<file path="config.mk">
export PLATFORM = sky130hd
export DESIGN_NAME = ex_stage
export DESIGN_NICKNAME = d
export VERILOG_FILES = /design/src/ex_pkg.sv /design/src/ex_alu.sv /design/src/ex_decoder.sv /design/src/ex_result_sel.sv /design/src/ex_shifter.sv /design/src/ex_stage.sv
export SDC_FILE = /design/constraint.sdc
export NUM_CORES = 1
export LEC_CHECK = 0
export ABC_AREA = 1
export BUFFER_PORTS_ARGS = -buffer_cell sky130_fd_sc_hd__buf_2
export CAP_MARGIN = 15
export CORE_AREA = 2 2 177 179
export CTS_CLUSTER_DIAMETER = 30
export CTS_CLUSTER_SIZE = 12
export DETAILED_ROUTE_END_ITERATION = 8
export DIE_AREA = 0 0 179 181
export SLEW_MARGIN = 30
export SYNTH_ARGS = -nofsm -noshare
export SYNTH_HDL_FRONTEND = slang
export SYNTH_SLANG_ARGS = --single-unit
</file>
<file path="constraint.sdc">
create_clock -name clk -period 0.8 [get_ports clk]
set_input_delay 0.04 -clock clk [delete_from_list [all_inputs] [get_ports clk]]
set_output_delay 0.04 -clock clk [all_outputs]
set_load 0.1 [all_outputs]
</file>
<file path="src/ex_pkg.sv">
`default_nettype none

package ex_pkg;

    //////////////////////////////////////////////////
    // Widths
    //////////////////////////////////////////////////

    localparam int DATA_W    = 32;
    localparam int REG_W     = 5;
    localparam int ALU_OP_W  = 4;
    localparam int SH_OP_W   = 2;
    localparam int RES_SEL_W = 2;

    typedef logic [DATA_W-1:0] word_t;

    //////////////////////////////////////////////////
    // Instruction word, R and I views
    //////////////////////////////////////////////////

    typedef struct packed {
        logic [5:0]       opcode;
        logic [REG_W-1:0] rs;
        logic [REG_W-1:0] rt;
        logic [REG_W-1:0] rd;
        logic [REG_W-1:0] shamt;
        logic [5:0]       funct;
    } instr_r_t;

    typedef struct packed {
        logic [5:0]       opcode;
        logic [REG_W-1:0] rs;
        logic [REG_W-1:0] rt;
        logic [15:0]      imm;
    } instr_i_t;

    typedef union packed {
        instr_r_t r;
        instr_i_t i;
    } instr_u;

    // Opcodes
    localparam logic [5:0] OP_SPECIAL = 6'h00;
    localparam logic [5:0] OP_ADDI    = 6'h08;
    localparam logic [5:0] OP_ADDIU   = 6'h09;
    localparam logic [5:0] OP_SLTI    = 6'h0a;
    localparam logic [5:0] OP_SLTIU   = 6'h0b;
    localparam logic [5:0] OP_ANDI    = 6'h0c;
    localparam logic [5:0] OP_ORI     = 6'h0d;
    localparam logic [5:0] OP_XORI    = 6'h0e;
    localparam logic [5:0] OP_LUI     = 6'h0f;

    // Function codes of SPECIAL
    localparam logic [5:0] FN_SLL  = 6'h00;
    localparam logic [5:0] FN_SRL  = 6'h02;
    localparam logic [5:0] FN_SRA  = 6'h03;
    localparam logic [5:0] FN_SLLV = 6'h04;
    localparam logic [5:0] FN_SRLV = 6'h06;
    localparam logic [5:0] FN_SRAV = 6'h07;
    localparam logic [5:0] FN_MOVZ = 6'h0a;
    localparam logic [5:0] FN_MOVN = 6'h0b;
    localparam logic [5:0] FN_ADD  = 6'h20;
    localparam logic [5:0] FN_ADDU = 6'h21;
    localparam logic [5:0] FN_SUB  = 6'h22;
    localparam logic [5:0] FN_SUBU = 6'h23;
    localparam logic [5:0] FN_AND  = 6'h24;
    localparam logic [5:0] FN_OR   = 6'h25;
    localparam logic [5:0] FN_XOR  = 6'h26;
    localparam logic [5:0] FN_NOR  = 6'h27;
    localparam logic [5:0] FN_SLT  = 6'h2a;
    localparam logic [5:0] FN_SLTU = 6'h2b;

    // ALU operations
    localparam logic [ALU_OP_W-1:0] ALU_ADD  = 4'd0;
    localparam logic [ALU_OP_W-1:0] ALU_ADDU = 4'd1;
    localparam logic [ALU_OP_W-1:0] ALU_SUB  = 4'd2;
    localparam logic [ALU_OP_W-1:0] ALU_SUBU = 4'd3;
    localparam logic [ALU_OP_W-1:0] ALU_AND  = 4'd4;
    localparam logic [ALU_OP_W-1:0] ALU_OR   = 4'd5;
    localparam logic [ALU_OP_W-1:0] ALU_XOR  = 4'd6;
    localparam logic [ALU_OP_W-1:0] ALU_NOR  = 4'd7;
    localparam logic [ALU_OP_W-1:0] ALU_SLT  = 4'd8;
    localparam logic [ALU_OP_W-1:0] ALU_SLTU = 4'd9;
    localparam logic [ALU_OP_W-1:0] ALU_LUI  = 4'd10;

    // Shifter operations
    localparam logic [SH_OP_W-1:0] SH_SLL = 2'd0;
    localparam logic [SH_OP_W-1:0] SH_SRL = 2'd1;
    localparam logic [SH_OP_W-1:0] SH_SRA = 2'd2;

    // Result sources
    localparam logic [RES_SEL_W-1:0] RES_ALU   = 2'd0;
    localparam logic [RES_SEL_W-1:0] RES_SHIFT = 2'd1;
    localparam logic [RES_SEL_W-1:0] RES_MOVE  = 2'd2;

endpackage

`default_nettype wire

</file>
<file path="src/ex_alu.sv">
`default_nettype none

module ex_alu (
    input  ex_pkg::word_t               a,
    input  ex_pkg::word_t               b,
    input  logic [ex_pkg::ALU_OP_W-1:0] alu_op,
    output ex_pkg::word_t               result,
    output logic                        overflow
);
    import ex_pkg::*;

    word_t sum;
    word_t diff;
    logic  add_of;
    logic  sub_of;

    assign sum  = a + b;
    assign diff = a - b;

    // Signed overflow from the operand and result sign bits
    assign add_of = (a[DATA_W-1] == b[DATA_W-1]) && (sum[DATA_W-1] != a[DATA_W-1]);
    assign sub_of = (a[DATA_W-1] != b[DATA_W-1]) && (diff[DATA_W-1] != a[DATA_W-1]);

    //////////////////////////////////////////////////
    // Operation select
    //////////////////////////////////////////////////

    always_comb begin
        result   = sum;
        overflow = 1'b0;
        case (alu_op)
            ALU_ADD: begin
                result   = sum;
                overflow = add_of;
            end
            ALU_ADDU: result = sum;
            ALU_SUB: begin
                result   = diff;
                overflow = sub_of;
            end
            ALU_SUBU: result = diff;
            ALU_AND:  result = a & b;
            ALU_OR:   result = a | b;
            ALU_XOR:  result = a ^ b;
            ALU_NOR:  result = ~(a | b);
            ALU_SLT:  result = {{(DATA_W-1){1'b0}}, $signed(a) < $signed(b)};
            ALU_SLTU: result = {{(DATA_W-1){1'b0}}, a < b};
            // Immediate sits in the low half of b
            ALU_LUI:  result = {b[15:0], 16'h0000};
            default:  result = sum;
        endcase
    end

endmodule

`default_nettype wire

</file>
<file path="src/ex_decoder.sv">
`default_nettype none

module ex_decoder (
    input  ex_pkg::instr_u                 instr,
    input  ex_pkg::word_t                  rs_data,
    input  ex_pkg::word_t                  rt_data,
    output ex_pkg::word_t                  alu_b,
    output logic [ex_pkg::ALU_OP_W-1:0]    alu_op,
    output logic [ex_pkg::REG_W-1:0]       shamt,
    output logic [ex_pkg::SH_OP_W-1:0]     sh_op,
    output logic [ex_pkg::RES_SEL_W-1:0]   res_sel,
    output logic [ex_pkg::REG_W-1:0]       dest,
    output logic                           of_disable,
    output logic                           is_movz,
    output logic                           is_movn,
    output logic                           legal
);
    import ex_pkg::*;

    word_t imm_sext;
    word_t imm_zext;

    assign imm_sext = {{(DATA_W-16){instr.i.imm[15]}}, instr.i.imm};
    assign imm_zext = {{(DATA_W-16){1'b0}}, instr.i.imm};

    always_comb begin
        // Defaults fit an R-type ALU instruction
        alu_b      = rt_data;
        alu_op     = ALU_ADDU;
        shamt      = instr.r.shamt;
        sh_op      = SH_SLL;
        res_sel    = RES_ALU;
        dest       = instr.r.rd;
        of_disable = 1'b0;
        is_movz    = 1'b0;
        is_movn    = 1'b0;
        legal      = 1'b1;

        if (instr.r.opcode == OP_SPECIAL) begin
            case (instr.r.funct)
                FN_ADD:  alu_op = ALU_ADD;
                FN_ADDU: alu_op = ALU_ADDU;
                FN_SUB:  alu_op = ALU_SUB;
                FN_SUBU: alu_op = ALU_SUBU;
                FN_AND:  alu_op = ALU_AND;
                FN_OR:   alu_op = ALU_OR;
                FN_XOR:  alu_op = ALU_XOR;
                FN_NOR:  alu_op = ALU_NOR;
                FN_SLT:  alu_op = ALU_SLT;
                FN_SLTU: alu_op = ALU_SLTU;
                FN_SLL, FN_SRL, FN_SRA: res_sel = RES_SHIFT;
                FN_SLLV, FN_SRLV, FN_SRAV: begin
                    res_sel = RES_SHIFT;
                    shamt   = rs_data[REG_W-1:0];
                end
                FN_MOVZ: is_movz = 1'b1;
                FN_MOVN: is_movn = 1'b1;
                default: legal = 1'b0;
            endcase
            of_disable = (instr.r.funct == FN_ADD) || (instr.r.funct == FN_SUB);
            if (instr.r.funct == FN_MOVZ || instr.r.funct == FN_MOVN) begin
                res_sel = RES_MOVE;
            end
            // Low two funct bits pick the shift kind
            case (instr.r.funct[1:0])
                2'b10:   sh_op = SH_SRL;
                2'b11:   sh_op = SH_SRA;
                default: sh_op = SH_SLL;
            endcase
        end else begin
            // I-type writes rt
            dest = instr.i.rt;
            case (instr.i.opcode)
                OP_ADDI: begin
                    alu_b      = imm_sext;
                    alu_op     = ALU_ADD;
                    of_disable = 1'b1;
                end
                OP_ADDIU: begin
                    alu_b  = imm_sext;
                    alu_op = ALU_ADDU;
                end
                OP_SLTI: begin
                    alu_b  = imm_sext;
                    alu_op = ALU_SLT;
                end
                OP_SLTIU: begin
                    alu_b  = imm_sext;
                    alu_op = ALU_SLTU;
                end
                OP_ANDI: begin
                    alu_b  = imm_zext;
                    alu_op = ALU_AND;
                end
                OP_ORI: begin
                    alu_b  = imm_zext;
                    alu_op = ALU_OR;
                end
                OP_XORI: begin
                    alu_b  = imm_zext;
                    alu_op = ALU_XOR;
                end
                OP_LUI: begin
                    alu_b  = imm_zext;
                    alu_op = ALU_LUI;
                end
                default: legal = 1'b0;
            endcase
        end
    end

    // The result selector relies on at most one move condition
    a_move_excl: assert final (!(is_movz && is_movn))
        else $error("ex_decoder: MOVZ and MOVN decoded together");

endmodule

`default_nettype wire

</file>
<file path="src/ex_result_sel.sv">
`default_nettype none

module ex_result_sel (
    input  logic                           clk,
    input  logic                           arst_n,
    input  logic                           in_valid,
    input  logic [ex_pkg::RES_SEL_W-1:0]   res_sel,
    input  logic [ex_pkg::REG_W-1:0]       dest,
    input  logic                           of_disable,
    input  logic                           is_movz,
    input  logic                           is_movn,
    input  logic                           legal,
    input  ex_pkg::word_t                  alu_result,
    input  logic                           overflow,
    input  ex_pkg::word_t                  shift_result,
    input  ex_pkg::word_t                  rs_data,
    input  ex_pkg::word_t                  rt_data,
    output logic                           out_valid,
    output logic                           wr_en,
    output logic [ex_pkg::REG_W-1:0]       wr_addr,
    output ex_pkg::word_t                  wr_data
);
    import ex_pkg::*;

    word_t result;
    logic  rt_zero;
    logic  do_write;

    //////////////////////////////////////////////////
    // Result source and write rule
    //////////////////////////////////////////////////

    always_comb begin
        case (res_sel)
            RES_SHIFT: result = shift_result;
            RES_MOVE:  result = rs_data;
            default:   result = alu_result;
        endcase
    end

    assign rt_zero = (rt_data == '0);

    // Register 0 is never written
    assign do_write = legal
                   && (dest != '0)
                   && !(of_disable && overflow)
                   && !(is_movz && !rt_zero)
                   && !(is_movn && rt_zero);

    //////////////////////////////////////////////////
    // Write-back register
    //////////////////////////////////////////////////

    always_ff @(posedge clk or negedge arst_n) begin
        if (!arst_n) begin
            out_valid <= 1'b0;
            wr_en     <= 1'b0;
            wr_addr   <= '0;
            wr_data   <= '0;
        end else begin
            out_valid <= in_valid;
            wr_en     <= in_valid && do_write;
            if (in_valid) begin
                wr_addr <= dest;
                wr_data <= result;
            end
        end
    end

    a_wr_en_valid: assert property (@(posedge clk) disable iff (!arst_n)
        wr_en |-> out_valid)
        else $error("ex_result_sel: wr_en without out_valid");

    a_wr_en_nonzero: assert property (@(posedge clk) disable iff (!arst_n)
        wr_en |-> (wr_addr != '0))
        else $error("ex_result_sel: write to register 0");

endmodule

`default_nettype wire

</file>
<file path="src/ex_shifter.sv">
`default_nettype none

module ex_shifter (
    input  ex_pkg::word_t              data,
    input  logic [ex_pkg::REG_W-1:0]   amount,
    input  logic [ex_pkg::SH_OP_W-1:0] sh_op,
    output ex_pkg::word_t              result
);
    import ex_pkg::*;

    // One stage per amount bit, stage k shifts by 2**k
    word_t stage [REG_W+1];

    always_comb begin
        stage[0] = data;
        for (int k = 0; k < REG_W; k++) begin
            if (amount[k]) begin
                case (sh_op)
                    SH_SRL:  stage[k+1] = stage[k] >> (1 << k);
                    SH_SRA:  stage[k+1] = $unsigned($signed(stage[k]) >>> (1 << k));
                    default: stage[k+1] = stage[k] << (1 << k);
                endcase
            end else begin
                stage[k+1] = stage[k];
            end
        end
    end

    assign result = stage[REG_W];

endmodule

`default_nettype wire

</file>
<file path="src/ex_stage.sv">
`default_nettype none

module ex_stage (
    input  logic                     clk,
    input  logic                     arst_n,
    input  logic                     in_valid,
    input  ex_pkg::instr_u           instr,
    input  ex_pkg::word_t            rs_data,
    input  ex_pkg::word_t            rt_data,
    output logic                     out_valid,
    output logic                     wr_en,
    output logic [ex_pkg::REG_W-1:0] wr_addr,
    output ex_pkg::word_t            wr_data
);
    import ex_pkg::*;

    // Decoder outputs
    word_t                alu_b;
    logic [ALU_OP_W-1:0]  alu_op;
    logic [REG_W-1:0]     shamt;
    logic [SH_OP_W-1:0]   sh_op;
    logic [RES_SEL_W-1:0] res_sel;
    logic [REG_W-1:0]     dest;
    logic                 of_disable;
    logic                 is_movz;
    logic                 is_movn;
    logic                 legal;

    // Datapath results
    word_t alu_result;
    logic  overflow;
    word_t shift_result;

    ex_decoder u_decoder (
        .instr      ( instr      ),
        .rs_data    ( rs_data    ),
        .rt_data    ( rt_data    ),
        .alu_b      ( alu_b      ),
        .alu_op     ( alu_op     ),
        .shamt      ( shamt      ),
        .sh_op      ( sh_op      ),
        .res_sel    ( res_sel    ),
        .dest       ( dest       ),
        .of_disable ( of_disable ),
        .is_movz    ( is_movz    ),
        .is_movn    ( is_movn    ),
        .legal      ( legal      )
    );

    ex_alu u_alu (
        .a        ( rs_data    ),
        .b        ( alu_b      ),
        .alu_op   ( alu_op     ),
        .result   ( alu_result ),
        .overflow ( overflow   )
    );

    ex_shifter u_shifter (
        .data   ( rt_data      ),
        .amount ( shamt        ),
        .sh_op  ( sh_op        ),
        .result ( shift_result )
    );

    ex_result_sel u_result_sel (
        .clk          ( clk          ),
        .arst_n       ( arst_n       ),
        .in_valid     ( in_valid     ),
        .res_sel      ( res_sel      ),
        .dest         ( dest         ),
        .of_disable   ( of_disable   ),
        .is_movz      ( is_movz      ),
        .is_movn      ( is_movn      ),
        .legal        ( legal        ),
        .alu_result   ( alu_result   ),
        .overflow     ( overflow     ),
        .shift_result ( shift_result ),
        .rs_data      ( rs_data      ),
        .rt_data      ( rt_data      ),
        .out_valid    ( out_valid    ),
        .wr_en        ( wr_en        ),
        .wr_addr      ( wr_addr      ),
        .wr_data      ( wr_data      )
    );

endmodule

`default_nettype wire

</file>
; ---- After elaboration in Yosys (flattened, before gate mapping)
; Index checks and enable logic that the tools add are counted.
[word_totals]
n_memories = 0
register_bits = 39
romBits = 0
out_inout_bits = 39
input_bits = 99
ram_bits = 0
latch_bits = 0
wordCells = 119
[classes]
shift = 0
div_mod_pow = 0
muxes = 35
reduce_logical = 28
n_addsub = 2
order_cmp = 2
eq_ne = 44
multipliers = 0
bitwise = 4
[ops]
columns = cell, count
row1 = 32-bit case mux with 2 select lines, 7
row2 = 32-bit case mux with 8 select lines, 1
row3 = 32-bit 2-to-1 mux, 6
row4 = 32-bit less-than comparator, 2
row5 = "6-bit by 4-bit equality test with 1-bit output, second input constant", 10
row6 = "6-bit equality test, second input constant", 10
row7 = 4-bit case mux with 9 select lines, 1
row8 = 32-bit adder, 1
row9 = 32-bit bitwise AND, 1
row10 = 32-bit logical NOT, 1
row11 = 32-bit NOT, 1
row12 = 32-bit bitwise OR, 1
row13 = 32-bit subtractor, 1
row14 = 32-bit XOR, 1
row15 = 4-bit case mux with 7 select lines, 1
row16 = "6-bit by 3-bit equality test with 1-bit output, second input constant", 3
row17 = 18-bit OR reduction, 1
row18 = "4-bit by 3-bit equality test with 1-bit output, second input constant", 4
row19 = 5-bit 2-to-1 mux, 3
row20 = "4-bit equality test, second input constant", 3
row21 = "6-bit by 2-bit equality test with 1-bit output, second input constant", 2
row22 = 6-bit logical NOT, 2
row23 = 1-bit logical AND, 10
row24 = 1-bit 2-to-1 mux, 10
row25 = 18 further kinds, 32

; ---- Longest topological paths before layout
[logic_depth]
ltp_word = 15
mapped_depth = 27
ltp_nobuf = 26

; ---- Hierarchy
; Synthesis repeated with hierarchy kept, for this count alone.
[unflattened]
cells_unflattened = 2498
hier_area_um2 = 13689.4
[modules_own_cells]
columns = mod, instances, seq_area_each_um2, area_each_um2, cells_per_inst
row1 = ex_alu, 1, 0.0, 6597.6, 1255
row2 = ex_shifter, 1, 0.0, 3975.1, 783
row3 = ex_result_sel, 1, 975.9, 2304.7, 283
row4 = ex_decoder, 1, 0.0, 812.0, 177

; ---- Worst setup path before layout
; Ideal clock, no wire load.
[synth_path]
kind = in2reg
startpoint = input port instr[31] in the netlist's numbering
endpoint = register u_result_sel.wr_data[0]
required_time_ps = 680
path_slack_ps = -2358
path_stages = 23
arrival_ps = 3038
cell_sequence = nor2_2 -> nand2_1 -> clkbuf_1 -> a21oi_1 -> inv_1 -> ha_1 -> fa_1 -> o21ai_0 -> a21oi_1 -> o21ai_0 -> nand2_1 -> nand2_1 -> a21oi_1 -> o21ai_0 -> nand3_1 -> nand2_1 -> nand2_1 -> nand3_1 -> nand3_1 -> nand2_1 -> nand2_1 -> nand2_1 -> nand2_1
[synth_via]
elab_chain_cells = 14
word_cells_on_any_way = 52
classes_between = 2 x add/sub / 2 x order compare / 21 x eq/ne / 19 x mux / 4 x bitwise / 4 x reduce/logical
[synth_rtl]
columns = item, line
row1 = "start, declared", ex_stage.sv:7  ; input ex_pkg::instr_u instr,
row2 = 6-bit logical NOT, ex_decoder.sv:39  ; if (instr.r.opcode == OP_SPECIAL) begin
row3 = 2-bit 2-to-1 mux, ex_decoder.sv:39
row4 = 2-bit equality test / 2-bit by 1-bit equality test with 1-bit output (equally long branches), ex_shifter.sv:18  ; case (sh_op)
row5 = 32-bit case mux with 2 select lines, ex_shifter.sv:18
row6 = 32-bit 2-to-1 mux, ex_shifter.sv:17  ; if (amount[k]) begin
row7 = 32-bit case mux with 2 select lines, ex_shifter.sv:18
row8 = 32-bit 2-to-1 mux, ex_shifter.sv:17
row9 = 32-bit case mux with 2 select lines, ex_shifter.sv:18
row10 = 32-bit 2-to-1 mux, ex_shifter.sv:17
row11 = 32-bit case mux with 2 select lines, ex_shifter.sv:18
row12 = 32-bit 2-to-1 mux, ex_shifter.sv:17
row13 = 32-bit case mux with 2 select lines, ex_shifter.sv:18
row14 = 32-bit 2-to-1 mux, ex_shifter.sv:17
row15 = 32-bit case mux with 2 select lines *, ex_result_sel.sv:34  ; case (res_sel)
row16 = "end signal, assigned", ex_result_sel.sv:65  ; wr_data <= result;
row17 = "end, declared", ex_result_sel.sv:21  ; output ex_pkg::word_t wr_data
; Mark *: on every way between the ends. The rest lies on a longest branch, timed or not.
; A chain may end at the register's enable or synchronous reset.

; ---- Final worst setup path
[layout_path]
startpoint = input port instr[30] in the netlist's numbering
endpoint = register u_result_sel.wr_data[22]
; Same word-level chain as after synthesis.

==> flow_summary.toml <==
[global_routing]
grt_overflow = 0
grt_max_degree = 40
antenna_found_initial = 2
grt_pass1_vias = 17400
grt_pass1_wl_um = 101000
grtUsageTotal_pct = 41.0

[logic_synthesis]
synthAdderAreaFrac_pct = 11.0
synthXorXnorAreaFrac_pct = 2.76
synthCells = 2119
synth-simple-area-share_pct = 43.5
ys_ff_latch = 39
yosysWarnings = 0
yosysTopAreaCell = "nand2_1"
synth_largest_type_area_fraction_pct = 19.7
ys_async_sr_fraction_pct = 100
syn_area_per_cell_um2 = 5.54
synth_top_family_by_area = "simple AND/OR/NAND/NOR gates"
synthMuxAreaShare_pct = 0
synth.most_common_cell = "nand2_1"
ys_top_cells_by_count = "616 x nand2_1, 256 x inv_1, 229 x nand3_1"
yosysSeqAreaShare_pct = 8.31
synth_compound_area_share_pct = 21.5
netlist_top_cells_area = "nand2_1 20%, ha_1 11%, nand3_1 9.8%"
syn-num-nets = 2320
ys.flop_type = "dfrtp_1"
synth_edf_count = 0
syn_area_um2 = 11700
yosysUniqueCellTypes = 57

[critical_path]
worstPathArrival_ps = 3020
criticalPathCategory = "primary input to register"
worstSetupEndpointType = "register"
worstPathMaxFanout = 11
r2r_slack_ps = 60
startpoint_type = "primary input"
worst_ep_required_time_ps = 1000
r2r_cells = 2
worst_r2r_endpoint = "u_result_sel.wr_data[14]$_DFFE_PN0P_"
timing.rr.start = "u_result_sel.wr_data[14]$_DFFE_PN0P_"

[drt]
wire_per_inst_um = 21.5
firstDrtPassIters = 5
drc_errors = 0
vias = 18100
first_iter_violations = 1688
drtAntennaViolNets = 0
routed_wl_um = 68300
vias_per_cell = 5.69

[finish]
stdcell_count = 3176
nFillCells = 2653
syn2layout_area_growth_pct = 78.4
final_core_util_pct = 69.0
drive_gt1_share_pct = 48.2
nNetsFinal = 2975

[power_and_ir_drop]
p_comb_share_pct = 78.6
vdd_drop_max_mv = 0.852
seqPwrFrac_pct = 12.5
p_switching_mw = 12.3
p_int_mw = 11.2
total_leakage_power_nw = 10.5
clockPowerShare_pct = 9.0
powerDensity_nw_per_um2 = 1120
p_sw_share_pct = 52.4

[die]
die-area_um2 = 32400
die_y_um = 181
start_util_pct = 38.7
num_rows = 64
dieWidth_um = 179
pin_count = 138
core_region_area_um2 = 30300

[timing]
fin_worst_skew_ps = 0
maxClockFrequency_mhz = 355
period_needed_ps = 2820
tightest_slew_ps = 662
timing.hold.ws_ps = 147
tns_ps = -71050
rsz0062_at_grt = "true"
finalHoldViolCount = 0
max-slew-margin-rel_pct = 55.4
setup_violations = 77
fin_crit_sh_pct = 352
layout_setup_ws_ps = -2020
slew_viol_final = 0

[cts]
cts_root_buf = "clkbuf_16"
max-clock-path-buffers = 2
cts_tree = "built"
clock_latency_ps = 310
htreeDepth = 2
cts_num_sinks = 39
cts_buffers = 5
clkSlewWorstSetupHoldPaths_ps = 60

[place]
dp_hpwl_um = 54200
placedCellCount = 3097
port_buffers = 132
gp_congestion = 1.04

[worst_hold_path]
min_from = "instr[20]"
hold_end = "u_result_sel.wr_addr[4]$_DFFE_PN0P_"
min_path_cells = 4
holdCritPathClass = "primary input to register"

[run]
drv_cap = 0

[status]
violations = "negative setup slack"
status = "complete, but fails checks"
critical path: stages:
cell and delay (ps):
buf_6 100, nor2_4 120, buf_4 120, buf_6 120
inv_4 50, nor2_8 110, nand2_4 60, inv_2 70
ha_4 230, buf_4 150, buf_12 140, a22oi_1 190
nand2_1 140, buf_6 150, nand3_4 80, nand3_4 120
nand2_2 90, nand3_2 90, nand2_2 80, nand2_2 70
o21ai_2 130, nand2_1 60, o211ai_1 90, buf_4 180
nand2_1 70, nand3_2 80, nand2_2 50
cell families (layout without fill, tap and decap cells):
kind of cell	count (synthesis)	count (layout)
xor+xnor	37	37
simple gates	1136	1137
fa+ha+maj	102	102
compound gates	435	435
flops	39	39
buf+inv	370	1025
other cells	0	5
placed cells by master (no fill, tap or decap), types with 6 or more instances in the layout:
master	instances
ha_1	72
clkbuf_16	7
nand3_4	33
a21oi_2	51
ha_4	23
nand2_4	20
o211ai_1	15
nor3_1	14
inv_1	234
nor4_1	8
nand4_1	40
o21ai_4	8
buf_12	71
nand2_2	120
o21a_1	6
nand3_2	98
buf_6	26
a21oi_1	102
buf_2	90
nand2_1	498
nor2_2	21
nand3_1	126
dfrtp_2	34
xor2_1	36
o22ai_1	22
a22oi_2	19
a22oi_1	21
o21ai_0	39
o21ai_2	42
a21oi_4	16
buf_4	554
nor2_4	20
o21ai_1	52
inv_2	25
nor2_1	118
how the worst max path moves through the flow:
stage          startpoint                              endpoint  slack, ps
2_1_floorplan   instr[30]   u_result_sel.wr_data[0]$_DFFE_PN0P_      -1870
3_3_place_gp    instr[15]  u_result_sel.wr_data[28]$_DFFE_PN0P_      -2640
3_5_place_dp    instr[30]  u_result_sel.wr_data[30]$_DFFE_PN0P_      -2690
4_1_cts         instr[30]  u_result_sel.wr_data[30]$_DFFE_PN0P_      -1970
5_1_grt         instr[30]  u_result_sel.wr_data[28]$_DFFE_PN0P_      -2160
6_report        instr[30]  u_result_sel.wr_data[22]$_DFFE_PN0P_      -2020
sequential cells by signal (all words and copies together) (netlist names):
| name | cells |
|---|---|
| u_result_sel.wr_addr | 5 |
| u_result_sel.wr_data | 32 |
| u_result_sel.out_valid | 1 |
| u_result_sel.wr_en | 1 |
area by class of cell:
| cell class | instances | area [um2] | share of cell area (%) |
|---|---|---|---|
| Multi-Input combinational cell | 1711 | 11700 | 55.8 |
| Timing Repair Buffer | 752 | 6560 | 31.3 |
| Sequential cell | 39 | 1040 | 4.95 |
| Inverter | 265 | 1010 | 4.81 |
| Tap cell | 396 | 495 | 2.37 |
| Clock buffer | 7 | 133 | 0.633 |
| Antenna cell | 5 | 12.5 | 0.0597 |
| Clock inverter | 1 | 5.00 | 0.0239 |
power by group through the flow:
stage	Sequential, mW	Combinational [mW]	Clock (mW)
2_1_floorplan	5.55	5.75	0
3_3_place_gp	2.95	15.9	0
3_5_place_dp	2.96	16.0	0
4_1_cts	2.92	17.3	2.15
5_1_grt	2.97	19.4	2.20
6_report	2.93	18.4	2.10
per-layer routing:
| metal | vias to the layer above | share of wire (%) | global-route usage, % |
|---|---|---|---|
| met4 | 0 | 7.2 | 23.5 |
| li1 | 8349 | - | - |
| met3 | 253 | 7.4 | 3.75 |
| met2 | 945 | 45 | 66.4 |
| met1 | 8523 | 40 | 52.9 |
| met5 | - | 0 | 0 |
through the flow:
step | power [mW] | instance area, um2 | setup WS (ps)
floorplan | 11.3 | 12300 | -1870
global placement | 18.9 | 17900 | -2640
detailed placement | 18.9 | 17900 | -2690
CTS | 22.4 | 19900 | -1970
global route | 24.5 | 20900 | -2160
finish | 23.4 | 21000 | -2020
what timing repair did:
action,in CTS,in global routing
setup endpoints to repair,77,77
buffers inserted,34,24
gates cloned,7,2
endpoints found under the hold margin,39,0
hold buffers,1,0
pin swaps,121,121
resized for setup,326,222
(Power assumes the default switching activity.)
